`src/common/frame_consts.svh`:
```
`ifndef FRAME_CONSTS_SVH
`define FRAME_CONSTS_SVH

// visible image size in pixels
`define FRAME_WIDTH 640
`define FRAME_HEIGHT 480

// two pixels are packed into each memory word
`define ROW_WORDS 320

// one full image, FRAME_HEIGHT rows of ROW_WORDS words
`define SLOT_WORDS 153600

// external bank geometry
`define PIXEL_BITS 36
`define ADDR_BITS 19

// coordinate widths
`define X_BITS 10
`define Y_BITS 9

`endif

```
`src/common/frame_mem_pkg.sv`:
```
`include "frame_consts.svh"

package frame_mem_pkg;

	// one word of an external bank
	typedef logic [`PIXEL_BITS-1:0] pixel_t;
	typedef logic [`ADDR_BITS-1:0] addr_t;

	typedef logic [`X_BITS-1:0] x_t;
	typedef logic [`Y_BITS-1:0] y_t;

	// image position inside a bank, only 0 to 2 are real slots
	typedef logic [1:0] loc_t;

	typedef struct packed {
		logic bank;
		loc_t loc;
	} slot_t;

	// grant tag on a bank and tag of a read in flight
	typedef enum logic [2:0] {
		CLIENT_NONE,
		CLIENT_CAPTURE,
		CLIENT_DISPLAY,
		CLIENT_FILTER,
		CLIENT_FETCH
	} client_t;

endpackage

```
`src/verilog/frame_rotator.sv`:
```
`timescale 1ns/1ps

module frame_rotator (
	input logic clk,
	input logic reset,
	input logic frame_flag,
	output frame_mem_pkg::slot_t capture_slot,
	output frame_mem_pkg::slot_t filter_slot,
	output frame_mem_pkg::slot_t fetch_slot,
	output frame_mem_pkg::slot_t display_slot
);

	always_ff @(posedge clk) begin
		if (reset) begin
			capture_slot.bank <= 1'b0;
			capture_slot.loc <= 2'd0;
			filter_slot.bank <= 1'b0;
			filter_slot.loc <= 2'd1;
			fetch_slot.bank <= 1'b1;
			fetch_slot.loc <= 2'd0;
			display_slot.bank <= 1'b1;
			display_slot.loc <= 2'd1;
		end else if (frame_flag) begin
			// the captured image moves on to be fetched, the fetched one is shown,
			// the shown slot is handed to filter and the filtered slot is refilled
			capture_slot <= filter_slot;
			filter_slot <= display_slot;
			fetch_slot <= capture_slot;
			display_slot <= fetch_slot;
		end
	end

endmodule

```
`src/arbiter/pixel_address.sv`:
```
`timescale 1ns/1ps
`include "frame_consts.svh"

module pixel_address (
	input frame_mem_pkg::x_t x,
	input frame_mem_pkg::y_t y,
	input frame_mem_pkg::loc_t loc,
	output frame_mem_pkg::addr_t addr
);

	frame_mem_pkg::addr_t row_base;
	frame_mem_pkg::addr_t slot_base;

	assign row_base = frame_mem_pkg::addr_t'(y * `ROW_WORDS);

	always_comb begin
		case (loc)
			2'd1: slot_base = frame_mem_pkg::addr_t'(`SLOT_WORDS);
			2'd2: slot_base = frame_mem_pkg::addr_t'(2 * `SLOT_WORDS);
			// loc 3 has no slot behind it and falls back to slot 0
			default: slot_base = '0;
		endcase
	end

	// x drops its low bit, both pixels of a pair share one word
	assign addr = frame_mem_pkg::addr_t'(x[`X_BITS-1:1]) + row_base + slot_base;

endmodule

```
`src/arbiter/bank_arbiter.sv`:
```
`timescale 1ns/1ps

module bank_arbiter #(
	parameter bit BANK = 1'b0
) (
	input logic clk,
	input logic reset,
	input logic capture_flag,
	input logic display_flag,
	input logic filter_flag,
	input logic fetch_flag,
	input logic capture_bank,
	input logic display_bank,
	input logic filter_bank,
	input logic fetch_bank,
	input frame_mem_pkg::addr_t capture_addr,
	input frame_mem_pkg::addr_t display_addr,
	input frame_mem_pkg::addr_t filter_addr,
	input frame_mem_pkg::addr_t fetch_addr,
	input frame_mem_pkg::pixel_t capture_pixel,
	input frame_mem_pkg::pixel_t filter_pixel_write,
	input frame_mem_pkg::pixel_t fetch_pixel_write,
	input logic filter_wr,
	input logic fetch_wr,
	output frame_mem_pkg::addr_t mem_addr,
	output frame_mem_pkg::pixel_t mem_write,
	output logic mem_wr,
	output frame_mem_pkg::client_t grant,
	output logic grant_wr
);

	frame_mem_pkg::client_t sel;
	logic sel_wr;

	// fixed priority, capture first so the camera never stalls
	always_comb begin
		if (capture_flag && capture_bank == BANK)
			sel = frame_mem_pkg::CLIENT_CAPTURE;
		else if (display_flag && display_bank == BANK)
			sel = frame_mem_pkg::CLIENT_DISPLAY;
		else if (filter_flag && filter_bank == BANK)
			sel = frame_mem_pkg::CLIENT_FILTER;
		else if (fetch_flag && fetch_bank == BANK)
			sel = frame_mem_pkg::CLIENT_FETCH;
		else
			sel = frame_mem_pkg::CLIENT_NONE;
	end

	always_comb begin
		case (sel)
			frame_mem_pkg::CLIENT_CAPTURE: sel_wr = 1'b1;
			frame_mem_pkg::CLIENT_FILTER: sel_wr = filter_wr;
			frame_mem_pkg::CLIENT_FETCH: sel_wr = fetch_wr;
			default: sel_wr = 1'b0;
		endcase
	end

	always_ff @(posedge clk) begin
		if (reset) begin
			grant <= frame_mem_pkg::CLIENT_NONE;
			mem_wr <= 1'b0;
		end else begin
			grant <= sel;
			mem_wr <= sel_wr;
		end
	end

	always_ff @(posedge clk) begin
		case (sel)
			frame_mem_pkg::CLIENT_CAPTURE: begin
				mem_addr <= capture_addr;
				mem_write <= capture_pixel;
			end
			// display only reads, write data is left as it was
			frame_mem_pkg::CLIENT_DISPLAY: begin
				mem_addr <= display_addr;
			end
			frame_mem_pkg::CLIENT_FILTER: begin
				mem_addr <= filter_addr;
				mem_write <= filter_pixel_write;
			end
			frame_mem_pkg::CLIENT_FETCH: begin
				mem_addr <= fetch_addr;
				mem_write <= fetch_pixel_write;
			end
			default: begin
				mem_addr <= '0;
				mem_write <= '0;
			end
		endcase
	end

	// write bit of the registered grant, kept with the tag for the read pipe
	assign grant_wr = mem_wr;

endmodule

```
`src/verilog/read_return.sv`:
```
`timescale 1ns/1ps

module read_return (
	input logic clk,
	input logic reset,
	input frame_mem_pkg::client_t grant0,
	input frame_mem_pkg::client_t grant1,
	input logic grant0_wr,
	input logic grant1_wr,
	input frame_mem_pkg::pixel_t mem0_read,
	input frame_mem_pkg::pixel_t mem1_read,
	output frame_mem_pkg::pixel_t display_pixel,
	output frame_mem_pkg::pixel_t filter_pixel_read,
	output frame_mem_pkg::pixel_t fetch_pixel_read
);

	frame_mem_pkg::client_t read0_tag;
	frame_mem_pkg::client_t read1_tag;
	frame_mem_pkg::client_t tag0_q1;
	frame_mem_pkg::client_t tag0_q2;
	frame_mem_pkg::client_t tag1_q1;
	frame_mem_pkg::client_t tag1_q2;

	// writes return nothing, so they enter the pipe as empty slots
	assign read0_tag = grant0_wr ? frame_mem_pkg::CLIENT_NONE : grant0;
	assign read1_tag = grant1_wr ? frame_mem_pkg::CLIENT_NONE : grant1;

	// word for a client if one of the banks returns it now, else the held value
	function automatic frame_mem_pkg::pixel_t route(
		input frame_mem_pkg::client_t who,
		input frame_mem_pkg::client_t bank0_tag,
		input frame_mem_pkg::client_t bank1_tag,
		input frame_mem_pkg::pixel_t bank0_word,
		input frame_mem_pkg::pixel_t bank1_word,
		input frame_mem_pkg::pixel_t held
	);
		if (bank0_tag == who)
			return bank0_word;
		if (bank1_tag == who)
			return bank1_word;
		return held;
	endfunction

	always_ff @(posedge clk) begin
		if (reset) begin
			tag0_q1 <= frame_mem_pkg::CLIENT_NONE;
			tag0_q2 <= frame_mem_pkg::CLIENT_NONE;
			tag1_q1 <= frame_mem_pkg::CLIENT_NONE;
			tag1_q2 <= frame_mem_pkg::CLIENT_NONE;
			display_pixel <= '0;
			filter_pixel_read <= '0;
			fetch_pixel_read <= '0;
		end else begin
			// matches the two cycle read latency of the banks
			tag0_q1 <= read0_tag;
			tag0_q2 <= tag0_q1;
			tag1_q1 <= read1_tag;
			tag1_q2 <= tag1_q1;
			display_pixel <= route(frame_mem_pkg::CLIENT_DISPLAY, tag0_q2, tag1_q2,
				mem0_read, mem1_read, display_pixel);
			filter_pixel_read <= route(frame_mem_pkg::CLIENT_FILTER, tag0_q2, tag1_q2,
				mem0_read, mem1_read, filter_pixel_read);
			fetch_pixel_read <= route(frame_mem_pkg::CLIENT_FETCH, tag0_q2, tag1_q2,
				mem0_read, mem1_read, fetch_pixel_read);
		end
	end

endmodule

```
`src/verilog/frame_mem_interface.sv`:
```
`timescale 1ns/1ps

module frame_mem_interface (
	input logic clk,
	input logic reset,
	input logic frame_flag,
	input logic capture_flag,
	input frame_mem_pkg::x_t capture_x,
	input frame_mem_pkg::y_t capture_y,
	input frame_mem_pkg::pixel_t capture_pixel,
	output logic done_capture,
	input logic display_flag,
	input frame_mem_pkg::x_t display_x,
	input frame_mem_pkg::y_t display_y,
	output logic done_display,
	output frame_mem_pkg::pixel_t display_pixel,
	input logic filter_flag,
	input logic filter_wr,
	input frame_mem_pkg::x_t filter_x,
	input frame_mem_pkg::y_t filter_y,
	input frame_mem_pkg::pixel_t filter_pixel_write,
	output logic done_filter,
	output frame_mem_pkg::pixel_t filter_pixel_read,
	input logic fetch_flag,
	input logic fetch_wr,
	input frame_mem_pkg::x_t fetch_x,
	input frame_mem_pkg::y_t fetch_y,
	input frame_mem_pkg::pixel_t fetch_pixel_write,
	output logic done_fetch,
	output frame_mem_pkg::pixel_t fetch_pixel_read,
	output frame_mem_pkg::addr_t mem0_addr,
	output frame_mem_pkg::pixel_t mem0_write,
	output logic mem0_wr,
	input frame_mem_pkg::pixel_t mem0_read,
	output frame_mem_pkg::addr_t mem1_addr,
	output frame_mem_pkg::pixel_t mem1_write,
	output logic mem1_wr,
	input frame_mem_pkg::pixel_t mem1_read
);

	frame_mem_pkg::slot_t capture_slot;
	frame_mem_pkg::slot_t filter_slot;
	frame_mem_pkg::slot_t fetch_slot;
	frame_mem_pkg::slot_t display_slot;

	frame_mem_pkg::addr_t capture_addr;
	frame_mem_pkg::addr_t display_addr;
	frame_mem_pkg::addr_t filter_addr;
	frame_mem_pkg::addr_t fetch_addr;

	frame_mem_pkg::client_t grant0;
	frame_mem_pkg::client_t grant1;
	logic grant0_wr;
	logic grant1_wr;

	frame_rotator rotator (
		.clk(clk),
		.reset(reset),
		.frame_flag(frame_flag),
		.capture_slot(capture_slot),
		.filter_slot(filter_slot),
		.fetch_slot(fetch_slot),
		.display_slot(display_slot)
	);

	// word address of each client inside its own image slot
	pixel_address capture_address (
		.x(capture_x), .y(capture_y), .loc(capture_slot.loc), .addr(capture_addr)
	);
	pixel_address display_address (
		.x(display_x), .y(display_y), .loc(display_slot.loc), .addr(display_addr)
	);
	pixel_address filter_address (
		.x(filter_x), .y(filter_y), .loc(filter_slot.loc), .addr(filter_addr)
	);
	pixel_address fetch_address (
		.x(fetch_x), .y(fetch_y), .loc(fetch_slot.loc), .addr(fetch_addr)
	);

	bank_arbiter #(.BANK(1'b0)) bank0_arbiter (
		.clk(clk),
		.reset(reset),
		.capture_flag(capture_flag),
		.display_flag(display_flag),
		.filter_flag(filter_flag),
		.fetch_flag(fetch_flag),
		.capture_bank(capture_slot.bank),
		.display_bank(display_slot.bank),
		.filter_bank(filter_slot.bank),
		.fetch_bank(fetch_slot.bank),
		.capture_addr(capture_addr),
		.display_addr(display_addr),
		.filter_addr(filter_addr),
		.fetch_addr(fetch_addr),
		.capture_pixel(capture_pixel),
		.filter_pixel_write(filter_pixel_write),
		.fetch_pixel_write(fetch_pixel_write),
		.filter_wr(filter_wr),
		.fetch_wr(fetch_wr),
		.mem_addr(mem0_addr),
		.mem_write(mem0_write),
		.mem_wr(mem0_wr),
		.grant(grant0),
		.grant_wr(grant0_wr)
	);

	bank_arbiter #(.BANK(1'b1)) bank1_arbiter (
		.clk(clk),
		.reset(reset),
		.capture_flag(capture_flag),
		.display_flag(display_flag),
		.filter_flag(filter_flag),
		.fetch_flag(fetch_flag),
		.capture_bank(capture_slot.bank),
		.display_bank(display_slot.bank),
		.filter_bank(filter_slot.bank),
		.fetch_bank(fetch_slot.bank),
		.capture_addr(capture_addr),
		.display_addr(display_addr),
		.filter_addr(filter_addr),
		.fetch_addr(fetch_addr),
		.capture_pixel(capture_pixel),
		.filter_pixel_write(filter_pixel_write),
		.fetch_pixel_write(fetch_pixel_write),
		.filter_wr(filter_wr),
		.fetch_wr(fetch_wr),
		.mem_addr(mem1_addr),
		.mem_write(mem1_write),
		.mem_wr(mem1_wr),
		.grant(grant1),
		.grant_wr(grant1_wr)
	);

	read_return returns (
		.clk(clk),
		.reset(reset),
		.grant0(grant0),
		.grant1(grant1),
		.grant0_wr(grant0_wr),
		.grant1_wr(grant1_wr),
		.mem0_read(mem0_read),
		.mem1_read(mem1_read),
		.display_pixel(display_pixel),
		.filter_pixel_read(filter_pixel_read),
		.fetch_pixel_read(fetch_pixel_read)
	);

	// done in the same cycle the command is on the bank
	assign done_capture = grant0 == frame_mem_pkg::CLIENT_CAPTURE ||
		grant1 == frame_mem_pkg::CLIENT_CAPTURE;
	assign done_display = grant0 == frame_mem_pkg::CLIENT_DISPLAY ||
		grant1 == frame_mem_pkg::CLIENT_DISPLAY;
	assign done_filter = grant0 == frame_mem_pkg::CLIENT_FILTER ||
		grant1 == frame_mem_pkg::CLIENT_FILTER;
	assign done_fetch = grant0 == frame_mem_pkg::CLIENT_FETCH ||
		grant1 == frame_mem_pkg::CLIENT_FETCH;

endmodule

```
`config.mk`:
```
export PLATFORM = sky130hd
export DESIGN_NAME = frame_mem_interface
export DESIGN_NICKNAME = d
export VERILOG_FILES = /design/src/common/frame_mem_pkg.sv /design/src/verilog/frame_rotator.sv /design/src/arbiter/pixel_address.sv /design/src/arbiter/bank_arbiter.sv /design/src/verilog/read_return.sv /design/src/verilog/frame_mem_interface.sv
export VERILOG_INCLUDE_DIRS = /design/src /design/src/common
export SDC_FILE = /design/constraint.sdc
export NUM_CORES = 1
export LEC_CHECK = 0
export ABC_AREA = 1
export BUFFER_PORTS_ARGS = -buffer_cell sky130_fd_sc_hd__buf_2
export CELL_PAD_IN_SITES_DETAIL_PLACEMENT = 0
export CELL_PAD_IN_SITES_GLOBAL_PLACEMENT = 1
export CORE_MARGIN = 4
export CORE_UTILIZATION = 40
export CTS_BUF_LIST = sky130_fd_sc_hd__clkbuf_4 sky130_fd_sc_hd__clkbuf_8 sky130_fd_sc_hd__clkbuf_16
export CTS_CLUSTER_DIAMETER = 40
export CTS_CLUSTER_SIZE = 40
export DETAILED_ROUTE_END_ITERATION = 6
export GPL_ROUTABILITY_DRIVEN = 0
export PLACE_DENSITY_LB_ADDON = 0.3
export SLEW_MARGIN = 25
export SYNTH_ARGS = -nofsm -noshare
export SYNTH_HDL_FRONTEND = slang
export SYNTH_HIERARCHICAL = 1
export SYNTH_SLANG_ARGS = --single-unit
export TNS_END_PERCENT = 10
```
`constraint.sdc`:
```
create_clock -name clk -period 6.2 [get_ports clk]
set_input_delay 1.24 -clock clk [delete_from_list [all_inputs] [get_ports clk]]
set_output_delay 1.24 -clock clk [all_outputs]
set_load 0.01 [all_outputs]
```
---- Word level (Yosys, flattened, before mapping) ----
Index checks and enable logic that the tools add are counted.
operators by class
  mux-type cells .......................... 45
  $add $sub $neg .......................... 8
  multipliers ............................. 4
  equality and inequality tests ........... 30
  reductions and logical operators ........ 17
  bitwise logic cells ..................... 4
operators with widths
  cell                                                                 count
  36-bit 2-to-1 mux                                                    12
  36-bit one-hot mux with 4 select lines                               2
  19-bit one-hot mux with 2 select lines                               4
  19-bit one-hot mux with 4 select lines                               2
  19-bit adder                                                         4
  9-bit by 18-bit adder with 19-bit output                             4
  9-bit by 3-bit multiplier with 12-bit output, second input constant  4
  3-bit by 2-bit == test with 1-bit output, second input constant      12
  3-bit 2-to-1 mux                                                     8
  3-bit == test, second input constant                                 6
  1-bit 2-to-1 mux                                                     15
  3-bit by 1-bit == test with 1-bit output, second input constant      4
  2-bit by 1-bit == test with 1-bit output, second input constant      4
  2-bit == test, second input constant                                 4
  1-bit logical AND                                                    8
  1-bit one-hot mux with 3 select lines                                2
  2-bit nonzero test                                                   3
  1-bit logical OR                                                     4
  1-bit inverter                                                       4
  2-bit OR reduction                                                   2
storage, ports and cells
  bits in registers ....................... 250
  input port bits ......................... 265
  output and inout port bits .............. 224
  logic and storage cells ................. 131

---- Logic depth before layout (Yosys ltp) ----
  depth after elaboration ................. 8
  mapped depth ............................ 27
  gate-level depth less buffers ........... 27

---- Modules after synthesis ----
Netlist, hierarchy kept.
by module, submodules not included
  module                               cells each  sequential area each (um^2)  times used  area an instance (um^2)
  read_return                          797         2,402.3                      1           5,407.7
  bank_arbiter (bank1_arbiter)         394         1,541.5                      1           3,234.4
  bank_arbiter (bank0_arbiter)         404         1,541.5                      1           3,223.1
  pixel_address (capture_address ...)  162         0.0                          2           1,023.5
  pixel_address (fetch_address ...)    157         0.0                          2           1,012.2
  frame_rotator                        69          240.2                        1           478.0
  frame_mem_interface                  18          0.0                          1           77.6

---- Least setup slack after synthesis ----
OpenSTA, ideal clock, no wires.
  path kind ............................... input to register
  from .................................... input display_y[1]
  to ...................................... register bank0_arbiter.mem_addr[18]
  buffers on the path ..................... 0
  cell stages on the path ................. 27
  data arrival time ....................... 3,809 ps
  data required time ...................... 6,080 ps
  slack ................................... 2,271 ps
  library setup time ...................... 120 ps
  cell sequence ........................... ha_1 -> ha_1 -> inv_1 -> fa_1 -> o21ai_2 -> nand2_1 -> nand2_1 -> a21oi_1 -> inv_1 -> nand2_1 -> nand2_1 -> inv_1 -> ha_1 -> nand2_1 -> inv_1 -> a21oi_1 -> nand3_2 -> nand2_2 -> clkinv_1 -> nand2_2 -> nand2_2 -> nand2_1 -> nand2_1 -> nand3_1 -> nand2_1 -> inv_1 -> nand3_1
between the ends
  word-level cells in the longest chain between the ends .. 4
RTL lines
  element                                                 RTL line                   text
  start: declaration                                      frame_mem_interface.sv:14  input frame_mem_pkg::y_t display_y,
  9-bit by 3-bit multiplier with 12-bit output (no line)  --
  9-bit by 18-bit adder with 19-bit output                pixel_address.sv:26        assign addr = frame_mem_pkg::addr_t'(x[`X_BITS-1:1]) + row_base + slot_base;
  19-bit adder                                            pixel_address.sv:26
  named net display_addr[18]                              frame_mem_interface.sv:47  frame_mem_pkg::addr_t display_addr;
  19-bit one-hot mux with 4 select lines                  bank_arbiter.sv:69         case (sel)
  end signal: assignment                                  bank_arbiter.sv:71         mem_addr <= capture_addr;
  end signal: assignment                                  bank_arbiter.sv:76         mem_addr <= display_addr;
  end signal: assignment                                  bank_arbiter.sv:79         mem_addr <= filter_addr;
  end: declaration                                        bank_arbiter.sv:25         output frame_mem_pkg::addr_t mem_addr,
The timed path passes the listed nets, and every way through them passes these cells.
A chain may end at the register's enable or synchronous reset.

---- Worst setup path after layout ----
  from .................................... input capture_y[1]
  to ...................................... register bank0_arbiter.mem_addr[18]
between the ends
  word-level cells in the longest chain between the ends .. 4
RTL lines
  element                                                 RTL line                   text
  start: declaration                                      frame_mem_interface.sv:9   input frame_mem_pkg::y_t capture_y,
  9-bit by 3-bit multiplier with 12-bit output (no line)  --
  9-bit by 18-bit adder with 19-bit output                pixel_address.sv:26
  19-bit adder                                            pixel_address.sv:26
  named net capture_addr[18]                              frame_mem_interface.sv:46  frame_mem_pkg::addr_t capture_addr;
  19-bit one-hot mux with 4 select lines                  bank_arbiter.sv:69
The timed path passes the listed nets, and every way through them passes these cells.

==> impl_results.md <==
* Worst slack at placement at 1.719 ns
* Crit Path Max Fanout at 3
* Antenna Nets Post-Route at 0
* Critical path capture point type: register
* Worst rel slew slack at 28.80%
* Sequential Area at 0.005725 sq mm
* IO Pins at 489
* Critical path's top delay family: adder cells
* First-pass DRT Iterations at 5
* Die Span Y at 211.1 um
* Core area at 0.04083 sq mm
* First-pass GRT wire length at 88970 um
* Reg-to-Reg End: bank1_arbiter/mem_addr[15]
* Initial Util at 40.39%
* Commonest non-fill, non-tap cell in the layout: nand2_1
* Half-perimeter wire length after placement at 40260 um
* Slowest CP cell: fa_1
* Area Growth Syn to Fin at 23.84%
* Pins Over Slew Limit at 0
* Yosys reg bits at 250
* Max Cap Violations at 0
* Worst setup SP type: input pin
* Status: complete, no violations
* Most frequent cells in the layout: 540 x nand2_1, 484 x buf_2, 273 x inv_1, 238 x nand3_1, 217 x nor2_1
* CP peak stage delay at 0.42 ns
* Post-CTS setup buffers at 0
* Yosys warning count at 6
* Async set-reset flop share out of synthesis at 0%
* GRT overflow at 0
* Fill count at 4133
* Hold_sp: returns/tag0_q1[2]
* Num Clock Sinks at 250
* Vias per inst at 5.169
* CTS H-tree lvls at 2
* Antenna violations before repair at 14
* WP buf/inv at 7
* Footprint of the multi-input gates at 0.008783 sq mm
* Post-synthesis cell count at 2320
* Hold buffer count at cts at 0
* Num CTS Buffers at 48
* Cell with the most instances on the worst path: nand2_1
* Port bufs at 484
* Via count at 17.05k
* Max Buffers Root-to-Sink at 3
* Final setup margin at 2.304 ns
* Finish-stage setup viols at 0
* Worst reg2reg startpoint: rotator/capture_slot[2]
* TritonCTS clock tree: yes
* R2r setup slk at 3.59 ns
* Clock root cell: clkbuf_16
* Worst slew pin tran at 1.068 ns
* Tmin final at 3.896 ns
* DIE WIDTH at 211.1 um
* Min-Delay Endpoint: returns/tag0_q2[2]
* Number of synthesized flops with an enable pin at 72
* LEAKAGE at 10.77 nW
* Unrepaired setup endpoints after global routing: no
* Period utilization at 62.83%
* Register area share after synthesis at 34.72%
* Final hold viol count at 0
* Row count at 74
* CP Data Arrival Time at 4.35 ns
* Vias in the first global route at 16.17k
* Starting DRT DRC Count at 1477
* GR Util All Layers at 24.69%
* Setup TNS at 0 ns
* Fin nets at 3092
* Worst hold path type: register to register
* Largest net degree at the start of global routing at 109
* Post-cts resize count at 0
* Synth Cell Area at 0.01649 sq mm
* Achievable frequency at 0.2567 GHz
* Worst IR Drop VDD at 0.1941 mV
* Reg clk slew, reported paths at 0.05 ns
* Hold depth at 2
* Netlist cell types at 41
* Setup CP Type: input pin to register
* Layout cell share with drive strength beyond 1 at 23.45%
* DIE AREA at 0.04454 sq mm
* DRT Wirelength at 57870 um
* DRC errors left at 0
* WL/cell at 17.54 um
* Worst r2r path cells at 5
* WP data required at 6.65 ns
* Worst-skew pair later-pin latency at 0.57 ns
* Syn Area/Cell at 7.109 sq um
* Final setup skew at 0.01527 ns
* Post-synth net total at 2697
* Top_reg_cell synth: dfxtp_1
* P per Cell Area at 292.8 mW/mm^2
[final cells by class]
type / instances / area share (%)
Sequential cell: 250 / 28.03
Clock inverter: 28 / 1.452
Timing Repair Buffer: 493 / 12.19
Antenna cell: 12 / 0.1470
Multi-Input combinational cell: 1639 / 43.00
Inverter: 283 / 5.250
Clock buffer: 62 / 6.665
Tap cell: 532 / 3.259
[registers in the layout, summed over array words and instances (netlist names), 19 cells and up]
register / flops
bank1_arbiter/mem_addr: 19
bank0_arbiter/mem_addr: 19
returns/display_pixel: 36
returns/fetch_pixel_read: 36
bank1_arbiter/mem_write: 36
returns/filter_pixel_read: 36
bank0_arbiter/mem_write: 36
[per-layer routing]
layer	vias to the layer above	GRT usage, %	share of wire, %
met5	-	0	0.092
met4	8	8.786	3.4
met3	128	6.906	9.0
met2	733	39.76	46
met1	7778	31.88	42
li1	8404	-	-
[how the worst max path moves through the flow]
stage,startpoint,endpoint,slack (ns),cells past startpoint
5_1_grt,capture_y[1],bank0_arbiter/mem_addr[18],1.96,28
6_report,capture_y[1],bank0_arbiter/mem_addr[18],2.30,28
4_1_cts,capture_y[1],bank0_arbiter/mem_addr[18],2.32,28
3_3_place_gp,capture_y[1],bank1_arbiter/mem_addr[18],1.77,28
3_5_place_dp,capture_y[1],bank0_arbiter/mem_addr[18],1.72,28
2_1_floorplan,display_y[1],bank0_arbiter/mem_addr[18],2.27,27
[power by group]
part           internal [mW]  switching, mW  leakage (nW)
combinational          0.522          0.923          7.73
sequential              1.84         0.0546          2.24
clock                   1.69          0.944         0.798
[worst register-to-register path, stage by stage (launching register included)]
cell     delay, ns
dfxtp_1       0.39
nand2_4       0.80
inv_4         0.56
nor2_8        0.47
nand3_1       0.12
nand3_1       0.19
[cells by family (layout without fill, tap and decap cells)]
group	Yosys count	after routing	synth area share, %
compound gates	307	307	9.726
xor+xnor	52	52	2.762
flops	250	250	34.72
buf+inv	431	866	12.10
other cells	0	12	0
simple gates	1168	1168	31.83
fa+ha+maj	112	112	8.861
[cells in the mapped netlist (3+ instances only)]
| library cell | n | area (sq um) |
|---|---|---|
| a21oi_1 | 66 | 330.3 |
| nor2_1 | 218 | 818.3 |
| inv_4 | 3 | 18.77 |
| xnor2_1 | 28 | 245.2 |
| nand2_2 | 16 | 100.1 |
| inv_2 | 5 | 18.77 |
| buf_2 | 64 | 320.3 |
| nor2_2 | 5 | 31.28 |
| nor3_1 | 3 | 15.01 |
| nand2_4 | 7 | 78.83 |
| nand3_2 | 7 | 70.07 |
| dfxtp_1 | 178 | 3563 |
| nand2_1 | 542 | 2034 |
| clkbuf_2 | 4 | 20.02 |
| nor2_8 | 3 | 60.06 |
| edfxtp_1 | 72 | 2162 |
| a21o_1 | 4 | 30.03 |
| inv_1 | 273 | 1025 |
| o21ai_2 | 6 | 52.55 |
| o21ai_1 | 52 | 260.3 |
| o21ai_0 | 165 | 825.8 |
| nand4_1 | 117 | 732.0 |
| a31oi_1 | 6 | 37.54 |
| clkbuf_1 | 16 | 60.06 |
| nand3b_1 | 4 | 30.03 |
| fa_1 | 8 | 160.2 |
| o221ai_1 | 4 | 35.03 |
| xor2_1 | 24 | 210.2 |
| ha_1 | 104 | 1301 |
| buf_4 | 52 | 390.4 |
| nand3_1 | 238 | 1191 |
| buf_6 | 12 | 135.1 |
[stage by stage]
step / power (mW) / cell area [sq um] / instances / hold slack (ns) / utilization, %
2_1_floorplan: 2.871 / 16490 / 2320 / 0.3883 / -
3_3_place_gp: 3.350 / 18730 / 3197 / 0.3962 / 45.88
3_5_place_dp: 3.361 / 18740 / 3197 / 0.4008 / 45.89
4_1_cts: 6.024 / 20390 / 3287 / 0.4068 / 49.95
5_1_grt: 6.290 / 20410 / 3295 / 0.4240 / 50.00
6_report: 5.981 / 20420 / 3299 / 0.4022 / 50.02
No activity file was read; power rests on OpenSTA's default activity.
